$ cat src/include/dac_ctrl_config.svh
// DAC control subsystem
// build-time configuration

`ifndef DAC_CTRL_CONFIG_SVH
`define DAC_CTRL_CONFIG_SVH

// bus geometry, word addressed
`define DAC_DATA_W          16
`define DAC_ADDR_W          4

// register map
`define DAC_REG_ID          0
`define DAC_REG_VERSION     1
`define DAC_REG_DAC         2   // frame word sent to the DAC
`define DAC_REG_EN_MMI      3   // read-only copy of en_mmi_ctrl
`define DAC_NUM_REGS        4

// identification
`define DAC_MODULE_ID       10
`define DAC_MODULE_VERSION  1

// DAC register contents after reset
`define DAC_DEFAULT         100

// gain field inside the DAC register, bits 13..6
`define DAC_GAIN_LSB        6
`define DAC_GAIN_W          8

// system clocks per half sclk period
`define DAC_SPI_CLK_DIV     4

`endif

$ cat src/hw/mmi_pkg.sv
// memory-mapped bus types

`default_nettype none

`include "dac_ctrl_config.svh"

package mmi_pkg;

    // word address and data word
    typedef logic [`DAC_ADDR_W-1:0] mmi_addr_t;
    typedef logic [`DAC_DATA_W-1:0] mmi_data_t;

    // write request, qualified by wr_valid
    typedef struct packed {
        mmi_addr_t addr;
        mmi_data_t data;
    } mmi_wr_req_t;

    // read response, valid one cycle after the read is taken
    typedef struct packed {
        logic      valid;
        mmi_data_t data;
    } mmi_rd_rsp_t;

endpackage

`default_nettype wire

$ cat src/hw/dac_pkg.sv
// DAC frame and sequencing types

`default_nettype none

`include "dac_ctrl_config.svh"

package dac_pkg;

    typedef logic [`DAC_DATA_W-1:0] dac_word_t;    // one serial frame
    typedef logic [`DAC_GAIN_W-1:0] dac_gain_t;    // gain field of the frame

    // three-wire DAC interface
    typedef struct packed {
        logic sclk;
        logic sync_n;
        logic sdo;
    } dac_spi_pins_t;

    // frame sequencer in the controller
    typedef enum logic [1:0] {
        SEQ_IDLE,
        SEQ_START,   // spi_valid high, waiting for the serializer
        SEQ_BUSY     // frame on the wires
    } dac_seq_state_t;

    // serializer
    typedef enum logic [1:0] {
        SPI_IDLE,
        SPI_SHIFT,
        SPI_FINISH   // sync_n back high, done pulse
    } spi_state_t;

endpackage

`default_nettype wire

$ cat src/hw/dac_ad5601_ctrl_mmi.sv
// AD5601 register block
// and frame sequencer

`default_nettype none

`include "dac_ctrl_config.svh"

module dac_ad5601_ctrl_mmi
    import mmi_pkg::*;
    import dac_pkg::*;
(
    input  wire logic        clk_ifc,
    input  wire logic        set_default_on_reset,
    input  wire logic        en_mmi_ctrl,       // 1: bus owns the DAC register
    input  wire mmi_wr_req_t mmi_wr,
    input  wire logic        wr_valid,
    input  wire mmi_addr_t   rd_addr,
    input  wire logic        rd_valid,
    input  wire dac_gain_t   gain,
    input  wire logic        gain_valid,
    input  wire logic        spi_ready,
    input  wire logic        spi_done,
    output logic             wr_ready,
    output logic             rd_ready,
    output mmi_rd_rsp_t      rd_rsp,
    output logic             gain_ready,
    output dac_word_t        spi_word,
    output logic             spi_valid
);

    localparam int REG_IDX_W = $clog2(`DAC_NUM_REGS);

    logic           if_active_q;                 // interfaces open
    logic           wr_fire;
    logic           rd_fire;
    logic           gain_fire;
    logic           dac_wr_hit;
    dac_word_t      dac_reg_q;
    logic           dac_changed_q;               // register changed last edge
    mmi_data_t      reg_view [`DAC_NUM_REGS];
    logic           rd_valid_q;
    mmi_data_t      rd_data_q;
    dac_seq_state_t seq_state_q;
    logic           pending_q;                   // change seen during a frame

    //////////////////////////////////////////////////
    // handshakes

    // ready opens on the first edge after reset
    always_ff @(posedge clk_ifc) begin
        if (set_default_on_reset) begin
            if_active_q <= 1'b0;
        end else begin
            if_active_q <= 1'b1;
        end
    end

    assign wr_ready   = if_active_q;
    assign rd_ready   = if_active_q;
    assign gain_ready = if_active_q & ~en_mmi_ctrl;  // gain port only when bus is off

    assign wr_fire   = wr_valid & wr_ready;
    assign rd_fire   = rd_valid & rd_ready;
    assign gain_fire = gain_valid & gain_ready;

    // only the DAC register takes writes, and only under bus control
    assign dac_wr_hit = wr_fire & en_mmi_ctrl &
                        (mmi_wr.addr == mmi_addr_t'(`DAC_REG_DAC));

    //////////////////////////////////////////////////
    // DAC register

    always_ff @(posedge clk_ifc) begin
        if (set_default_on_reset) begin
            dac_reg_q     <= dac_word_t'(`DAC_DEFAULT);
            dac_changed_q <= 1'b0;
        end else begin
            if (dac_wr_hit) begin
                dac_reg_q <= mmi_wr.data;
            end else if (gain_fire) begin
                dac_reg_q[`DAC_GAIN_LSB +: `DAC_GAIN_W] <= gain;  // gain bits only
            end
            dac_changed_q <= dac_wr_hit | gain_fire;
        end
    end

    //////////////////////////////////////////////////
    // read path

    always_comb begin
        reg_view[`DAC_REG_ID]      = mmi_data_t'(`DAC_MODULE_ID);
        reg_view[`DAC_REG_VERSION] = mmi_data_t'(`DAC_MODULE_VERSION);
        reg_view[`DAC_REG_DAC]     = dac_reg_q;
        reg_view[`DAC_REG_EN_MMI]  = mmi_data_t'(en_mmi_ctrl);   // bit 0, zero above
    end

    always_ff @(posedge clk_ifc) begin
        if (set_default_on_reset) begin
            rd_valid_q <= 1'b0;
        end else begin
            rd_valid_q <= rd_fire;
        end
    end

    always_ff @(posedge clk_ifc) begin
        if (rd_fire) begin
            if (rd_addr < mmi_addr_t'(`DAC_NUM_REGS)) begin
                rd_data_q <= reg_view[rd_addr[REG_IDX_W-1:0]];
            end else begin
                rd_data_q <= '0;                   // unmapped words read zero
            end
        end
    end

    assign rd_rsp = '{valid: rd_valid_q, data: rd_data_q};

    //////////////////////////////////////////////////
    // frame sequencer

    // a frame goes out after reset and after every change; changes
    // during a frame fold into one follow-up frame with the latest value
    always_ff @(posedge clk_ifc) begin
        if (set_default_on_reset) begin
            seq_state_q <= SEQ_START;              // default frame first
            spi_word    <= dac_word_t'(`DAC_DEFAULT);
            pending_q   <= 1'b0;
        end else begin
            case (seq_state_q)
                SEQ_IDLE: begin
                    if (dac_changed_q) begin
                        spi_word    <= dac_reg_q;
                        seq_state_q <= SEQ_START;
                    end
                end
                SEQ_START: begin
                    if (dac_changed_q) begin
                        pending_q <= 1'b1;         // latched word is already stale
                    end
                    if (spi_ready) begin
                        seq_state_q <= SEQ_BUSY;
                    end
                end
                SEQ_BUSY: begin
                    if (spi_done) begin
                        pending_q <= 1'b0;
                        if (pending_q | dac_changed_q) begin
                            spi_word    <= dac_reg_q;  // value as it stands now
                            seq_state_q <= SEQ_START;
                        end else begin
                            seq_state_q <= SEQ_IDLE;
                        end
                    end else if (dac_changed_q) begin
                        pending_q <= 1'b1;
                    end
                end
                default: begin
                    seq_state_q <= SEQ_IDLE;
                end
            endcase
        end
    end

    assign spi_valid = (seq_state_q == SEQ_START);

endmodule

`default_nettype wire

$ cat src/hw/dac_spi_master.sv
// DAC three-wire serializer

`default_nettype none

`include "dac_ctrl_config.svh"

module dac_spi_master
    import dac_pkg::*;
(
    input  wire logic      clk_ifc,
    input  wire logic      set_default_on_reset,
    input  wire dac_word_t spi_word,
    input  wire logic      spi_valid,
    output logic           spi_ready,
    output logic           spi_done,
    output dac_spi_pins_t  pins
);

    localparam int DIV   = `DAC_SPI_CLK_DIV;
    localparam int DIV_W = $clog2(2 * DIV);
    localparam int NBITS = $bits(dac_word_t);
    localparam int BIT_W = $clog2(NBITS);

    spi_state_t       state_q;
    logic [DIV_W-1:0] div_cnt_q;       // position inside one sclk period
    logic [BIT_W-1:0] bit_cnt_q;
    dac_word_t        shift_q;
    logic             period_end;
    logic             last_bit;

    assign spi_ready  = (state_q == SPI_IDLE);
    assign spi_done   = (state_q == SPI_FINISH);   // one cycle, sync_n already high
    assign period_end = (div_cnt_q == DIV_W'(2 * DIV - 1));
    assign last_bit   = (bit_cnt_q == BIT_W'(NBITS - 1));

    //////////////////////////////////////////////////
    // control and pins

    always_ff @(posedge clk_ifc) begin
        if (set_default_on_reset) begin
            state_q     <= SPI_IDLE;
            div_cnt_q   <= '0;
            bit_cnt_q   <= '0;
            pins.sclk   <= 1'b0;
            pins.sync_n <= 1'b1;
            pins.sdo    <= 1'b0;
        end else begin
            case (state_q)
                SPI_IDLE: begin
                    if (spi_valid) begin
                        state_q     <= SPI_SHIFT;
                        pins.sync_n <= 1'b0;       // falls one cycle after accept
                        div_cnt_q   <= '0;
                        bit_cnt_q   <= '0;
                    end
                end
                SPI_SHIFT: begin
                    div_cnt_q <= period_end ? '0 : div_cnt_q + 1'b1;
                    if (div_cnt_q == '0) begin
                        pins.sclk <= 1'b1;
                        pins.sdo  <= shift_q[NBITS-1];  // new bit on rising sclk
                    end
                    if (div_cnt_q == DIV_W'(DIV)) begin
                        pins.sclk <= 1'b0;          // DAC samples here
                    end
                    if (period_end) begin
                        if (last_bit) begin
                            state_q     <= SPI_FINISH;
                            pins.sync_n <= 1'b1;
                        end else begin
                            bit_cnt_q <= bit_cnt_q + 1'b1;
                        end
                    end
                end
                default: begin
                    state_q <= SPI_IDLE;           // FINISH lasts one cycle
                end
            endcase
        end
    end

    // frame word, MSB first
    always_ff @(posedge clk_ifc) begin
        if (spi_valid & spi_ready) begin
            shift_q <= spi_word;
        end else if ((state_q == SPI_SHIFT) && (div_cnt_q == '0)) begin
            shift_q <= {shift_q[NBITS-2:0], 1'b0};
        end
    end

endmodule

`default_nettype wire

$ cat src/hw/dac_ad5601_subsys.sv
// AD5601 DAC control subsystem

`default_nettype none

module dac_ad5601_subsys
    import mmi_pkg::*;
    import dac_pkg::*;
(
    input  wire logic        clk_ifc,
    input  wire logic        set_default_on_reset,
    input  wire logic        en_mmi_ctrl,
    input  wire mmi_wr_req_t mmi_wr,
    input  wire logic        wr_valid,
    input  wire mmi_addr_t   rd_addr,
    input  wire logic        rd_valid,
    input  wire dac_gain_t   gain,
    input  wire logic        gain_valid,
    output logic             wr_ready,
    output logic             rd_ready,
    output mmi_rd_rsp_t      rd_rsp,
    output logic             gain_ready,
    output logic             dac_updated,   // frame finished
    output dac_spi_pins_t    pins
);

    dac_word_t spi_word;
    logic      spi_valid;
    logic      spi_ready;

    dac_ad5601_ctrl_mmi dac_ad5601_ctrl_mmi_inst (
        .clk_ifc              ( clk_ifc              ),
        .set_default_on_reset ( set_default_on_reset ),
        .en_mmi_ctrl          ( en_mmi_ctrl          ),
        .mmi_wr               ( mmi_wr               ),
        .wr_valid             ( wr_valid             ),
        .rd_addr              ( rd_addr              ),
        .rd_valid             ( rd_valid             ),
        .gain                 ( gain                 ),
        .gain_valid           ( gain_valid           ),
        .spi_ready            ( spi_ready            ),
        .spi_done             ( dac_updated          ),
        .wr_ready             ( wr_ready             ),
        .rd_ready             ( rd_ready             ),
        .rd_rsp               ( rd_rsp               ),
        .gain_ready           ( gain_ready           ),
        .spi_word             ( spi_word             ),
        .spi_valid            ( spi_valid            )
    );

    dac_spi_master dac_spi_master_inst (
        .clk_ifc              ( clk_ifc              ),
        .set_default_on_reset ( set_default_on_reset ),
        .spi_word             ( spi_word             ),
        .spi_valid            ( spi_valid            ),
        .spi_ready            ( spi_ready            ),
        .spi_done             ( dac_updated          ),
        .pins                 ( pins                 )
    );

endmodule

`default_nettype wire

$ cat config.mk
export PLATFORM = sky130hd
export DESIGN_NAME = dac_ad5601_subsys
export DESIGN_NICKNAME = d
export VERILOG_FILES = /design/src/hw/mmi_pkg.sv /design/src/hw/dac_pkg.sv /design/src/hw/dac_ad5601_ctrl_mmi.sv /design/src/hw/dac_spi_master.sv /design/src/hw/dac_ad5601_subsys.sv
export VERILOG_INCLUDE_DIRS = /design/src /design/src/include
export SDC_FILE = /design/constraint.sdc
export NUM_CORES = 1
export LEC_CHECK = 0
export BUFFER_PORTS_ARGS = -buffer_cell sky130_fd_sc_hd__buf_2
export CORE_MARGIN = 5
export CORE_UTILIZATION = 55
export DETAILED_ROUTE_END_ITERATION = 10
export PLACE_DENSITY = 0.79
export SYNTH_ARGS = -nofsm -noshare
export SYNTH_HDL_FRONTEND = slang
export SYNTH_SLANG_ARGS = --single-unit
$ cat constraint.sdc
create_clock -name clk_ifc -period 2.4 [get_ports clk_ifc]
set_clock_uncertainty 0.1 [all_clocks]
set_input_delay 0.24 -clock clk_ifc [delete_from_list [all_inputs] [get_ports clk_ifc]]
set_output_delay 0.24 -clock clk_ifc [all_outputs]
set_load 0.05 [all_outputs]
==> results of run 1 <==
## kinds of logic after synthesis
family	count (synthesis)	share of synthesized area, %
AO/OA/AOI/OAI	43	8.06
adder cells (fa/ha/maj)	10	3.52
buffers and inverters	31	5.11
flip-flops	82	55.2
multiplexers	41	12.1
AND/OR/NAND/NOR	117	16.0
## area by class of cell
| cell class | count | area share [%] |
|---|---|---|
| tap | 77 | 2.35 |
| clock inverter | 5 | 1.86 |
| clock buffer | 11 | 3.69 |
| sequential | 82 | 47.8 |
| multi-input combinational | 211 | 34.4 |
| timing repair buffer | 69 | 8.97 |
| inverter | 10 | 0.915 |
## registers in the layout, indices dropped and copies added, names as in the netlist
register / cells
dac_ad5601_ctrl_mmi_inst.dac_changed_q: 1
dac_ad5601_ctrl_mmi_inst.pending_q: 1
dac_spi_master_inst.shift_q: 16
dac_spi_master_inst.state_q: 2
dac_spi_master_inst.div_cnt_q: 3
dac_ad5601_ctrl_mmi_inst.rd_ready: 1
dac_spi_master_inst.bit_cnt_q: 4
dac_ad5601_ctrl_mmi_inst.seq_state_q: 2
dac_ad5601_ctrl_mmi_inst.rd_data_q: 16
dac_ad5601_ctrl_mmi_inst.rd_valid_q: 1
dac_ad5601_ctrl_mmi_inst.spi_word: 16
dac_spi_master_inst.pins: 3
dac_ad5601_ctrl_mmi_inst.dac_reg_q: 16
## layout by cell type, fill, tap and decap left out, types with 2 or more instances in the layout
master	netlist	final
sky130_fd_sc_hd__buf_2	3	61
sky130_fd_sc_hd__nand2_1	53	53
sky130_fd_sc_hd__dfxtp_1	50	50
sky130_fd_sc_hd__edfxtp_1	32	32
sky130_fd_sc_hd__mux2i_1	26	26
sky130_fd_sc_hd__nor2_1	20	20
sky130_fd_sc_hd__and2_1	16	16
sky130_fd_sc_hd__mux2_2	15	15
sky130_fd_sc_hd__a21oi_1	15	15
sky130_fd_sc_hd__clkbuf_8	0	11
sky130_fd_sc_hd__a211oi_1	10	10
sky130_fd_sc_hd__ha_1	10	10
sky130_fd_sc_hd__inv_1	9	9
sky130_fd_sc_hd__buf_4	4	7
sky130_fd_sc_hd__nand3_1	6	6
sky130_fd_sc_hd__a31oi_1	5	5
sky130_fd_sc_hd__nor3_1	5	5
sky130_fd_sc_hd__o21ai_0	4	4
sky130_fd_sc_hd__nand3b_1	2	2
sky130_fd_sc_hd__clkinv_1	1	2
sky130_fd_sc_hd__nand2b_1	2	2
sky130_fd_sc_hd__nand4_1	2	2
sky130_fd_sc_hd__bufinv_16	0	2
## worst min path at each step
stage                                                       from                                                 end  slack [ps]  cells after the start
5_1_grt                                                mmi_wr[5]  dac_ad5601_ctrl_mmi_inst.dac_reg_q[5]$_SDFFE_PP1N_           4                      3
3_3_place_gp   dac_ad5601_ctrl_mmi_inst.spi_word[0]$_SDFFE_PP0P_   dac_ad5601_ctrl_mmi_inst.spi_word[0]$_SDFFE_PP0P_         350                      2
2_1_floorplan                                          mmi_wr[2]  dac_ad5601_ctrl_mmi_inst.dac_reg_q[2]$_SDFFE_PP1N_         260                      2
4_1_cts                                                mmi_wr[5]  dac_ad5601_ctrl_mmi_inst.dac_reg_q[5]$_SDFFE_PP1N_           2                      3
3_5_place_dp            dac_spi_master_inst.pins[2]$_SDFFE_PP0P_            dac_spi_master_inst.pins[2]$_SDFFE_PP0P_         360                      2
6_report                                               mmi_wr[5]  dac_ad5601_ctrl_mmi_inst.dac_reg_q[5]$_SDFFE_PP1N_          10                      3
## critical path, delay by kind of cell, from the launching register on
kind / cells / cell delay, ps
flip-flops: 1 / 350
multiplexers: 1 / 270
AO/OA/AOI/OAI: 2 / 910
adder cells (fa/ha/maj): 1 / 180
buffers and inverters: 2 / 200
## layer usage
| metal | vias up | GRT usage [%] | part of all wire (%) |
|---|---|---|---|
| met5 | - | 0 | 0 |
| met4 | 0 | 4.59 | 0.90 |
| met3 | 8 | 6.00 | 5.2 |
| met2 | 59 | 31.1 | 53 |
| met1 | 1186 | 19.9 | 41 |
| li1 | 1251 | - | - |
## per-stage QoR
step                power, mW  cells  hold slack (ps)  cell area, sq um  utilization [%]
floorplan                2.51    324              264              3550                -
global placement         2.65    448              346              3860             61.2
detailed placement       2.68    448              356              3860             61.2
CTS                      3.80    465             2.41              4100             65.0
global route             3.95    465             4.21              4100             65.0
finish                   3.75    465             11.9              4100             65.0
## report_power, final
group | internal [mW] | leakage (nW) | switching (mW) | total [mW]
sequential | 1.72 | 0.729 | 0.0905 | 1.81
clock | 0.637 | 0.113 | 0.466 | 1.10
combinational | 0.360 | 0.905 | 0.480 | 0.840
total | 2.72 | 1.75 | 1.04 | 3.75
## what timing repair did
item                                   CTS  global route
endpoints found under the hold margin    1             0
setup buffers                            0             0
hold buffers                             1             0
==> metrics.log, run 1 <==
[metrics] most used cell along the critical path: sky130_fd_sc_hd__inv_1
[metrics] terminus of the critical flop-to-flop path: dac_ad5601_ctrl_mmi_inst.spi_word[10]$_SDFFE_PP0P_
[metrics] gate count after technology mapping: 324
[metrics] average cell area after synthesis: 11.0 sq um
[metrics] number of distinct library cells after synthesis: 44
[metrics] Arrival @ worst endpoint: 2270 ps
[metrics] Worst Setup Path Type: reg2reg
[metrics] number of top-level design ports: 62
[metrics] first-pass GRT wire length: 11,600 um
[metrics] number of buffers created by CTS: 9
[metrics] CTS H-tree depth: 3
[metrics] startpoint of the worst setup timing path: dac_ad5601_ctrl_mmi_inst.seq_state_q[0]$_SDFFE_PP1P_
[metrics] fillcell total: 514
[metrics] startpoint of the worst-slack reg-to-reg timing path: dac_ad5601_ctrl_mmi_inst.seq_state_q[0]$_SDFFE_PP1P_
[metrics] placeable core region: 0.00631 sq mm
[metrics] TritonCTS clock tree: done
[metrics] fraction of layout instances using a drive strength above 1: 26.5%
[metrics] Iteration-0 DRC Markers: 97
[metrics] count of pins over their slew limit: 0
[metrics] Max Cap Violations: 0
[metrics] Net Count, Synth: 372
[metrics] biggest area consumer among synthesized cells: sky130_fd_sc_hd__dfxtp_1
[metrics] primary flip-flop cell chosen by synthesis mapping: sky130_fd_sc_hd__dfxtp_1
[metrics] Die Height: 90.4 um
[metrics] Register-to-Register Path Depth: 6
[metrics] dominant cell by count in the synthesized netlist: sky130_fd_sc_hd__nand2_1
[metrics] global-route usage over all layers: 17.5%
[metrics] cell types with the highest counts after synthesis: 53 x sky130_fd_sc_hd__nand2_1, 50 x sky130_fd_sc_hd__dfxtp_1, 32 x sky130_fd_sc_hd__edfxtp_1, 26 x sky130_fd_sc_hd__mux2i_1, 20 x sky130_fd_sc_hd__nor2_1
[metrics] Hold Vio Cnt, Final: 0
[metrics] placed wire-length estimate: 4890 um
[metrics] Initial Util: 56.3%
[metrics] Sinks on Clock Net: 82
[metrics] Syn Std Cell Area: 0.00355 sq mm
[metrics] number of antenna violations at the first check in global routing: 0
[metrics] cell at the slowest stage of the critical path: sky130_fd_sc_hd__o22a_1
[metrics] Setup Total Neg Slack: 0 ps
[metrics] Final WS setup: 301 ps
[metrics] portion of synthesized cell area occupied by the leading cell type: 28.2%
[metrics] status: finished, final reports clean
[metrics] Post-DRT Antenna Nets: 0
[metrics] source-to-sink clock delay at the later pin of the worst-skew pair: 340 ps
[metrics] part of the cycle the worst path needs: 87.5%
[metrics] floorplan row count: 29
[metrics] leading post-synthesis cells by cell area: sky130_fd_sc_hd__dfxtp_1 28%, sky130_fd_sc_hd__edfxtp_1 27%, sky130_fd_sc_hd__mux2i_1 7.3%
[metrics] transition time of the tightest slew-check pin: 922 ps
[metrics] async set-reset flop share out of synthesis: 0%
[metrics] slack of the worst reg-to-reg path: 300 ps
[metrics] crit path to: dac_ad5601_ctrl_mmi_inst.spi_word[10]$_SDFFE_PP0P_
[metrics] antenna cells: 0
[metrics] total via count after detailed routing: 2,504
[metrics] post-layout min period: 2100 ps
[metrics] number of global-route vias before repair: 2,504
[metrics] largest buffer count on any clock path: 2
[metrics] net count reported at finish: 431
[metrics] area used by multi-input combinational logic: 0.00141 sq mm
[metrics] Resized Gates After CTS: 0
[metrics] count of input and output buffers: 61
[metrics] delay of the slowest critical-path stage: 770 ps
[metrics] drc violations: 0
[metrics] Tightest Hold Check Type: in2reg
[metrics] 1st-pass router iterations: 5
[metrics] YS warnings: 0
[metrics] cell at the root of the clock tree: sky130_fd_sc_hd__clkbuf_8
[metrics] critical path fanouts, max: 16
[metrics] total grt overflow: 0
[metrics] maximum achievable frequency: 0.476 GHz
[metrics] x dimension of the die: 90.4 um
[metrics] required time worst endpoint: 2570 ps
[metrics] Worst setup SP type: flip-flop
[metrics] worst path cell trace: inv_1 -> ha_1 -> inv_1 -> a21oi_1 -> o22a_1 -> mux2i_1
[metrics] number of flops mapped to enable cells by yosys: 32
[metrics] portion of the post-synthesis area used by sequential elements: 55.2%
[metrics] setup repair after global routing missed its margin: false
[metrics] peak supply drop: 0.908 mV
[metrics] Relative slew margins: 38.6%
[metrics] Die Outline Area: 0.00817 sq mm
[metrics] Final setup violation count: 0
[metrics] FF+latch area: 0.00196 sq mm
[metrics] synthesis-stage register bit count: 82
[metrics] final WL: 6900 um
[metrics] leakage: 1.75 nW
[metrics] maximum number of pins on one net before global-route repair: 35
[metrics] crit end category: flip-flop
[metrics] post-CTS clock slew at the launch and capture registers of the worst setup and hold paths: 80 ps
[metrics] mean routed wirelength per cell: 14.8 um
[metrics] routed via count divided by cell count: 5.38
[metrics] P&R area growth vs syn: 15.4%
[metrics] minimum setup slack after placement: 318 ps
[metrics] total power divided by cell area: 915 mW/mm^2
[metrics] final weighted congestion in routability-driven placement: 0.806
No activity file was read; power rests on OpenSTA's default activity.
==> run 2: changes to the inputs <==
--- a/config.mk
+++ b/config.mk
@@ -10,5 +10,7 @@
 export CORE_MARGIN = 5
 export CORE_UTILIZATION = 55
+export CTS_CLUSTER_DIAMETER = 40
 export DETAILED_ROUTE_END_ITERATION = 10
+export HOLD_SLACK_MARGIN = 0.06
 export PLACE_DENSITY = 0.79
 export SYNTH_ARGS = -nofsm -noshare
==> constraint.sdc (replaced) <==
create_clock -name clk_ifc -period 2.4 [get_ports clk_ifc]
set_clock_uncertainty 0.1 [all_clocks]
set_input_delay 0.72 -clock clk_ifc [delete_from_list [all_inputs] [get_ports clk_ifc]]
set_output_delay 0.72 -clock clk_ifc [all_outputs]
set_load 0.05 [all_outputs]
==> run 2 against run 1 <==
Compared with the run above: combinational power decreased by 1%; fmax decreased by 4.0%; sequential share of layout area increased by 0.46 points; critical path type is now reg2out; largest power group unchanged.
==> metrics.log, run 2 (synthesized netlist as in run 1, its figures left out) <==
[metrics] status: finished, final reports clean
[metrics] TritonCTS clock tree: done
[metrics] number of global-route vias before repair: 2,455 (-2.0%)
[metrics] total grt overflow: 0 (unchanged)
[metrics] first-pass GRT wire length: 11,900 um (+3.0%)
[metrics] post-CTS clock slew at the launch and capture registers of the worst setup and hold paths: 80 ps (about the same)
[metrics] fraction of layout instances using a drive strength above 1: 26.5% (-0.068 points)
[metrics] Post-DRT Antenna Nets: 0 (unchanged)
[metrics] total power divided by cell area: 885 mW/mm^2 (-3.4%)
[metrics] floorplan row count: 29 (unchanged)
[metrics] largest buffer count on any clock path: 2 (unchanged)
[metrics] number of standard cells in the final layout excluding fillers: 466 (+0.22%)
[metrics] worst path cell trace: nor2b_4 -> buf_2
[metrics] buffers inserted by post-CTS timing repair: 0 (unchanged)
[metrics] peak supply drop: 0.703 mV (-23%)
[metrics] total via count after detailed routing: 2,492 (-0.48%)
[metrics] Max Cap Violations: 0 (unchanged)
[metrics] # hold bufs at CTS: 0 (-1)
[metrics] post-layout min period: 2190 ps (+86.8 ps)
[metrics] drc violations: 0 (unchanged)
[metrics] x dimension of the die: 90.4 um (unchanged)
[metrics] Die Height: 90.4 um (unchanged)
[metrics] Sinks on Clock Net: 82 (unchanged)
[metrics] transition time of the tightest slew-check pin: 390 ps (-532 ps)
[metrics] Initial Util: 56.3% (unchanged)
[metrics] maximum number of pins on one net before global-route repair: 35 (unchanged)
[metrics] Relative slew margins: 74.0% (+35 points)
[metrics] crit end category: output pin
[metrics] Resized Gates After CTS: 0 (unchanged)
[metrics] net count reported at finish: 432 (+0.23%)
[metrics] number of top-level design ports: 62 (unchanged)
[metrics] cell at the slowest stage of the critical path: sky130_fd_sc_hd__dfxtp_1
[metrics] P&R area growth vs syn: 14.3%
[metrics] startpoint of the worst-slack reg-to-reg timing path: dac_spi_master_inst.div_cnt_q[0]$_SDFFE_PP0P_
[metrics] delay of the slowest critical-path stage: 500 ps (-270 ps)
[metrics] global-route usage over all layers: 18.0% (+0.53 points)
[metrics] placed cells: 450 (+0.45%)
[metrics] routed via count divided by cell count: 5.35 (-0.69%)
[metrics] final weighted congestion in routability-driven placement: 0.820 (+1.8%)
[metrics] placed wire-length estimate: 4980 um (+1.8%)
[metrics] count of pins over their slew limit: 0 (unchanged)
[metrics] Worst Setup Path Type: reg2out
[metrics] part of the cycle the worst path needs: 91.1% (+3.6 points)
[metrics] Worst setup SP type: flip-flop
[metrics] Final Hold Slack: 364 ps (+352 ps)
[metrics] count of input and output buffers: 61 (unchanged)
[metrics] buffers and inverters on the worst path: 1 (-1)
[metrics] setup repair after global routing missed its margin: false
[metrics] Register-to-Register Path Depth: 6 (unchanged)
[metrics] Hold Vio Cnt, Final: 0 (unchanged)
[metrics] total chip power: 3.59 mW (-4.3%)
[metrics] crit path to: dac_updated
[metrics] launch point of the worst hold path: dac_ad5601_ctrl_mmi_inst.spi_word[11]$_SDFFE_PP0P_
[metrics] Final setup violation count: 0 (unchanged)
[metrics] slack of the worst reg-to-reg path: 480 ps (+180 ps)
[metrics] leakage: 1.73 nW (-0.89%)
[metrics] final WL: 7120 um (+3.2%)
[metrics] CTS H-tree depth: 3 (unchanged)
[metrics] area used by multi-input combinational logic: 0.00141 sq mm (unchanged)
[metrics] commonest cells after routing, fill and taps aside: 61 x sky130_fd_sc_hd__buf_2, 53 x sky130_fd_sc_hd__nand2_1, 50 x sky130_fd_sc_hd__dfxtp_1
[metrics] Die Outline Area: 0.00817 sq mm (unchanged)
[metrics] largest delay contributor family on the critical path: flip-flops
[metrics] number of antenna violations at the first check in global routing: 0 (unchanged)
[metrics] Setup Total Neg Slack: 0 ps (unchanged)
[metrics] antenna cells: 0 (unchanged)
[metrics] Iteration-0 DRC Markers: 100 (+3.1%)
[metrics] FF+latch area: 0.00196 sq mm (unchanged)
[metrics] fillcell total: 534 (+3.9%)
[metrics] placeable core region: 0.00631 sq mm (unchanged)
[metrics] cell at the root of the clock tree: sky130_fd_sc_hd__clkbuf_8
[metrics] Tightest Hold Check Type: reg2reg
[metrics] mean routed wirelength per cell: 15.3 um (+2.9%)
[metrics] required time worst endpoint: 1580 ps (-990 ps)
[metrics] terminus of the critical flop-to-flop path: dac_spi_master_inst.bit_cnt_q[1]$_SDFFE_PP0P_
[metrics] logic depth of the worst path, buffers included: 2 (-4)
[metrics] source-to-sink clock delay at the later pin of the worst-skew pair: 340 ps (about the same)
[metrics] number of buffers created by CTS: 9 (unchanged)
[metrics] most frequent standard cell in the layout excluding fill and tap cells: sky130_fd_sc_hd__buf_2
[metrics] startpoint of the worst setup timing path: dac_spi_master_inst.state_q[1]$_SDFFE_PP0P_
[metrics] 1st-pass router iterations: 4 (-1)
[metrics] critical path fanouts, max: 10 (-6)
[metrics] Arrival @ worst endpoint: 1370 ps (-900 ps)
[metrics] maximum achievable frequency: 0.457 GHz (-4.0%)
run 2: cell types whose count changed in the layout (fill, tap and decap cells not counted):
cell                            before  now
sky130_fd_sc_hd__clkinv_1            2    3
sky130_fd_sc_hd__dlygate4sd3_1       1    0
sky130_fd_sc_hd__buf_4               7    9
sky130_fd_sc_hd__clkbuf_1            0    1
sky130_fd_sc_hd__bufinv_16           2    1
sky130_fd_sc_hd__inv_4               0    1
sky130_fd_sc_hd__clkbuf_8           11    9
run 2: through the flow:
step | cell area, sq um | setup slack (ps) | util (%)
2_1_floorplan | 3550 | 27.9 | -
3_3_place_gp | 3880 | 349 | 61.4
3_5_place_dp | 3880 | 309 | 61.4
4_1_cts | 4060 | 189 | 64.3
5_1_grt | 4060 | 125 | 64.3
6_report | 4060 | 214 | 64.3
run 2: worst min-delay path: stages, from the launching register on:
cell                      delay, ps
sky130_fd_sc_hd__dfxtp_1        320
sky130_fd_sc_hd__nand2_1         50
sky130_fd_sc_hd__mux2i_1         50
run 2: worst min-delay path by stage:
| stage | depth (start not counted) | endpoint |
|---|---|---|
| 2_1_floorplan | 2 | dac_ad5601_ctrl_mmi_inst.spi_word[10]$_SDFFE_PP0P_ |
| 3_3_place_gp | 2 | dac_ad5601_ctrl_mmi_inst.spi_word[4]$_SDFFE_PP0P_ |
| 3_5_place_dp | 2 | dac_ad5601_ctrl_mmi_inst.spi_word[11]$_SDFFE_PP0P_ |
| 4_1_cts | 2 | dac_ad5601_ctrl_mmi_inst.spi_word[11]$_SDFFE_PP0P_ |
| 5_1_grt | 2 | dac_ad5601_ctrl_mmi_inst.dac_reg_q[15]$_SDFFE_PP0N_ |
| 6_report | 2 | dac_ad5601_ctrl_mmi_inst.spi_word[11]$_SDFFE_PP0P_ |
run 2: power by group:
part / internal (mW) / total (mW) / switching, mW
sequential: 1.72 / 1.81 / 0.0891
combinational: 0.347 / 0.829 / 0.482
clock: 0.473 / 0.955 / 0.481
run 2: final cells by class:
cell class,instances,share of cell area (%)
clock buffer,10,3.14
clock inverter,6,1.39
inverter,10,0.924
multi-input combinational,211,34.7
sequential,82,48.3
tap,77,2.37
timing repair buffer,70,9.18
run 2: per-layer routing:
layer  vias to the layer above  global-route usage, %  part of all wire (%)
li1                       1246                      -                     -
met1                      1190                   21.8                    45
met5                         -                      0                     0
met3                        10                   3.50                   3.0
met4                         0                   8.19                   1.5
met2                        46                   30.7                    51
==> run 3: changes to the inputs <==
--- a/constraint.sdc
+++ b/constraint.sdc
@@ -3,3 +3,3 @@
 set_input_delay 0.72 -clock clk_ifc [delete_from_list [all_inputs] [get_ports clk_ifc]]
 set_output_delay 0.72 -clock clk_ifc [all_outputs]
-set_load 0.05 [all_outputs]
+set_load 0.1 [all_outputs]
==> run 3 against run 2 <==
Compared with the run above: first-iteration DRC count rose by 29%; wire length decreased by 3.1%; sequential cell count unchanged; design area increased by 1.4%; critical path depth unchanged; combinational power rose by 13%; utilization grew 0.91 points; sequential share of layout area decreased by 0.64 points; via count increased by 1.2%; critical path type unchanged; largest cell class unchanged.
==> metrics.log, run 3 (synthesized netlist as in run 1, its figures left out) <==
[metrics] status: finished, final reports clean
[metrics] maximum number of pins on one net before global-route repair: 36 (+2.9%)
[metrics] P&R area growth vs syn: 16.0%
[metrics] Final setup violation count: 0 (unchanged)
[metrics] mean routed wirelength per cell: 14.8 um (-3.1%)
[metrics] first-pass GRT wire length: 11,400 um (-4.2%)
[metrics] placed cells: 450 (unchanged)
[metrics] leakage: 1.77 nW (+2.0%)
[metrics] cell at the root of the clock tree: sky130_fd_sc_hd__clkbuf_8
[metrics] fin util: 65.3% (+0.91 points)
[metrics] Setup Total Neg Slack: 0 ps (unchanged)
[metrics] x dimension of the die: 90.4 um (unchanged)
[metrics] number of antenna violations at the first check in global routing: 0 (unchanged)
[metrics] final WL: 6900 um (-3.1%)
[metrics] global-route usage over all layers: 17.1% (-0.90 points)
[metrics] fillcell total: 516 (-3.4%)
[metrics] floorplan row count: 29 (unchanged)
[metrics] fraction of layout instances using a drive strength above 1: 27.8% (+1.3 points)
[metrics] source-to-sink clock delay at the later pin of the worst-skew pair: 340 ps (about the same)
[metrics] peak supply drop: 0.850 mV (+21%)
[metrics] Post-DRT Antenna Nets: 0 (unchanged)
[metrics] Max Cap Violations: 0 (unchanged)
[metrics] Tightest Hold Check Type: reg2reg
[metrics] crit end category: output pin
[metrics] Sinks on Clock Net: 82 (unchanged)
[metrics] number of standard cells in the final layout excluding fillers: 466 (unchanged)
[metrics] delay of the slowest critical-path stage: 440 ps (-60 ps)
[metrics] required time worst endpoint: 1580 ps (about the same)
[metrics] largest delay contributor family on the critical path: buffers and inverters
[metrics] number of buffers created by CTS: 9 (unchanged)
[metrics] Iteration-0 DRC Markers: 129 (+29%)
[metrics] 1st-pass router iterations: 5 (+1)
[metrics] minimum setup slack after placement: 404 ps (+95.7 ps)
[metrics] Worst Setup Path Type: reg2out
[metrics] Worst setup SP type: flip-flop
[metrics] total power divided by cell area: 926 mW/mm^2 (+4.7%)
[metrics] most frequent standard cell in the layout excluding fill and tap cells: sky130_fd_sc_hd__buf_2
[metrics] # hold bufs at CTS: 0 (unchanged)
[metrics] buffers and inverters on the worst path: 1 (unchanged)
[metrics] transition time of the tightest slew-check pin: 494 ps (+105 ps)
[metrics] TritonCTS clock tree: done
[metrics] buffers inserted by post-CTS timing repair: 0 (unchanged)
[metrics] Relative slew margins: 67.3% (-6.8 points)
[metrics] routed via count divided by cell count: 5.41 (+1.2%)
[metrics] part of the cycle the worst path needs: 91.9% (+0.79 points)
[metrics] count of input and output buffers: 61 (unchanged)
[metrics] maximum achievable frequency: 0.454 GHz (-0.86%)
[metrics] Initial Util: 56.3% (unchanged)
[metrics] count of pins over their slew limit: 0 (unchanged)
[metrics] Arrival @ worst endpoint: 1380 ps (about the same)
[metrics] worst path cell trace: nor2b_4 -> buf_2
[metrics] number of top-level design ports: 62 (unchanged)
[metrics] Hold Vio Cnt, Final: 0 (unchanged)
[metrics] largest buffer count on any clock path: 2 (unchanged)
[metrics] Die Height: 90.4 um (unchanged)
[metrics] antenna cells: 0 (unchanged)
[metrics] placed wire-length estimate: 4910 um (-1.3%)
[metrics] cell at the slowest stage of the critical path: sky130_fd_sc_hd__buf_2
[metrics] commonest cells after routing, fill and taps aside: 60 x sky130_fd_sc_hd__buf_2, 53 x sky130_fd_sc_hd__nand2_1, 49 x sky130_fd_sc_hd__dfxtp_1
[metrics] CTS H-tree depth: 3 (unchanged)
[metrics] post-layout min period: 2200 ps (+18.9 ps)
[metrics] Resized Gates After CTS: 0 (unchanged)
[metrics] final weighted congestion in routability-driven placement: 0.807 (-1.6%)
[metrics] post-CTS clock slew at the launch and capture registers of the worst setup and hold paths: 80 ps (about the same)
[metrics] drc violations: 0 (unchanged)
[metrics] total via count after detailed routing: 2,522 (+1.2%)
[metrics] total chip power: 3.82 mW (+6.2%)
[metrics] setup repair after global routing missed its margin: false
[metrics] Die Outline Area: 0.00817 sq mm (unchanged)
[metrics] number of global-route vias before repair: 2,523 (+2.8%)
[metrics] net count reported at finish: 432 (unchanged)
[metrics] Final WS setup: 195 ps (-18.9 ps)
[metrics] critical path fanouts, max: 10 (unchanged)
[metrics] placeable core region: 0.00631 sq mm (unchanged)
[metrics] total grt overflow: 0 (unchanged)
## run 3: changes by cell type in the layout (fill, tap and decap cells not counted), sizes merged
cell	before	now
inv	10	9
clkinv	4	5
bufinv	1	2
clkinvlp	1	0
## run 3: path summary, 6_finish.rpt
kind / slack [ps] / cells after the start / startpoint / endpoint
min: 360 / 2 / dac_spi_master_inst.pins[2]$_SDFFE_PP0P_ / dac_spi_master_inst.pins[2]$_SDFFE_PP0P_
max: 200 / 2 / dac_spi_master_inst.state_q[0]$_SDFFE_PP0P_ / dac_updated
max reg2reg: 440 / 6 / dac_ad5601_ctrl_mmi_inst.seq_state_q[1]$_SDFFE_PP0P_ / dac_spi_master_inst.shift_q[0]$_SDFFCE_PN0P_
min reg2reg: 360 / 2 / dac_spi_master_inst.pins[2]$_SDFFE_PP0P_ / dac_spi_master_inst.pins[2]$_SDFFE_PP0P_
## run 3: power by group
part           switching [mW]  internal, mW
sequential             0.0859          1.72
combinational           0.589         0.350
clock                   0.464         0.607
## run 3: per-stage QoR
step / hold slack, ps / instance area, sq um
global placement: 345 / 3900
CTS: 360 / 4120
detailed placement: 349 / 3900
floorplan: 336 / 3560
finish: 357 / 4120
global route: 388 / 4120
## run 3: per-layer routing
metal,routed length (um),vias to the layer above,GRT usage (%)
met3,313,9,5.58
met4,81,0,4.47
li1,-,1248,-
met5,0,-,0
met1,2790,1218,19.0
met2,3710,47,31.2
## run 3: cell type report
type,count,area [sq um],area share (%)
clock buffers,10,138,3.34
clock inverters,6,80.1,1.94
inverters,10,37.5,0.911
multi-input cells,211,1420,34.4
flip-flops and latches,82,1960,47.6
well taps,77,96.3,2.34
repair buffers,70,388,9.41
## run 3: worst min-delay path, stage by stage (launching register included)
cell and delay [ps]:
sky130_fd_sc_hd__dfxtp_1 310, sky130_fd_sc_hd__nand2_1 50, sky130_fd_sc_hd__a21oi_1 50
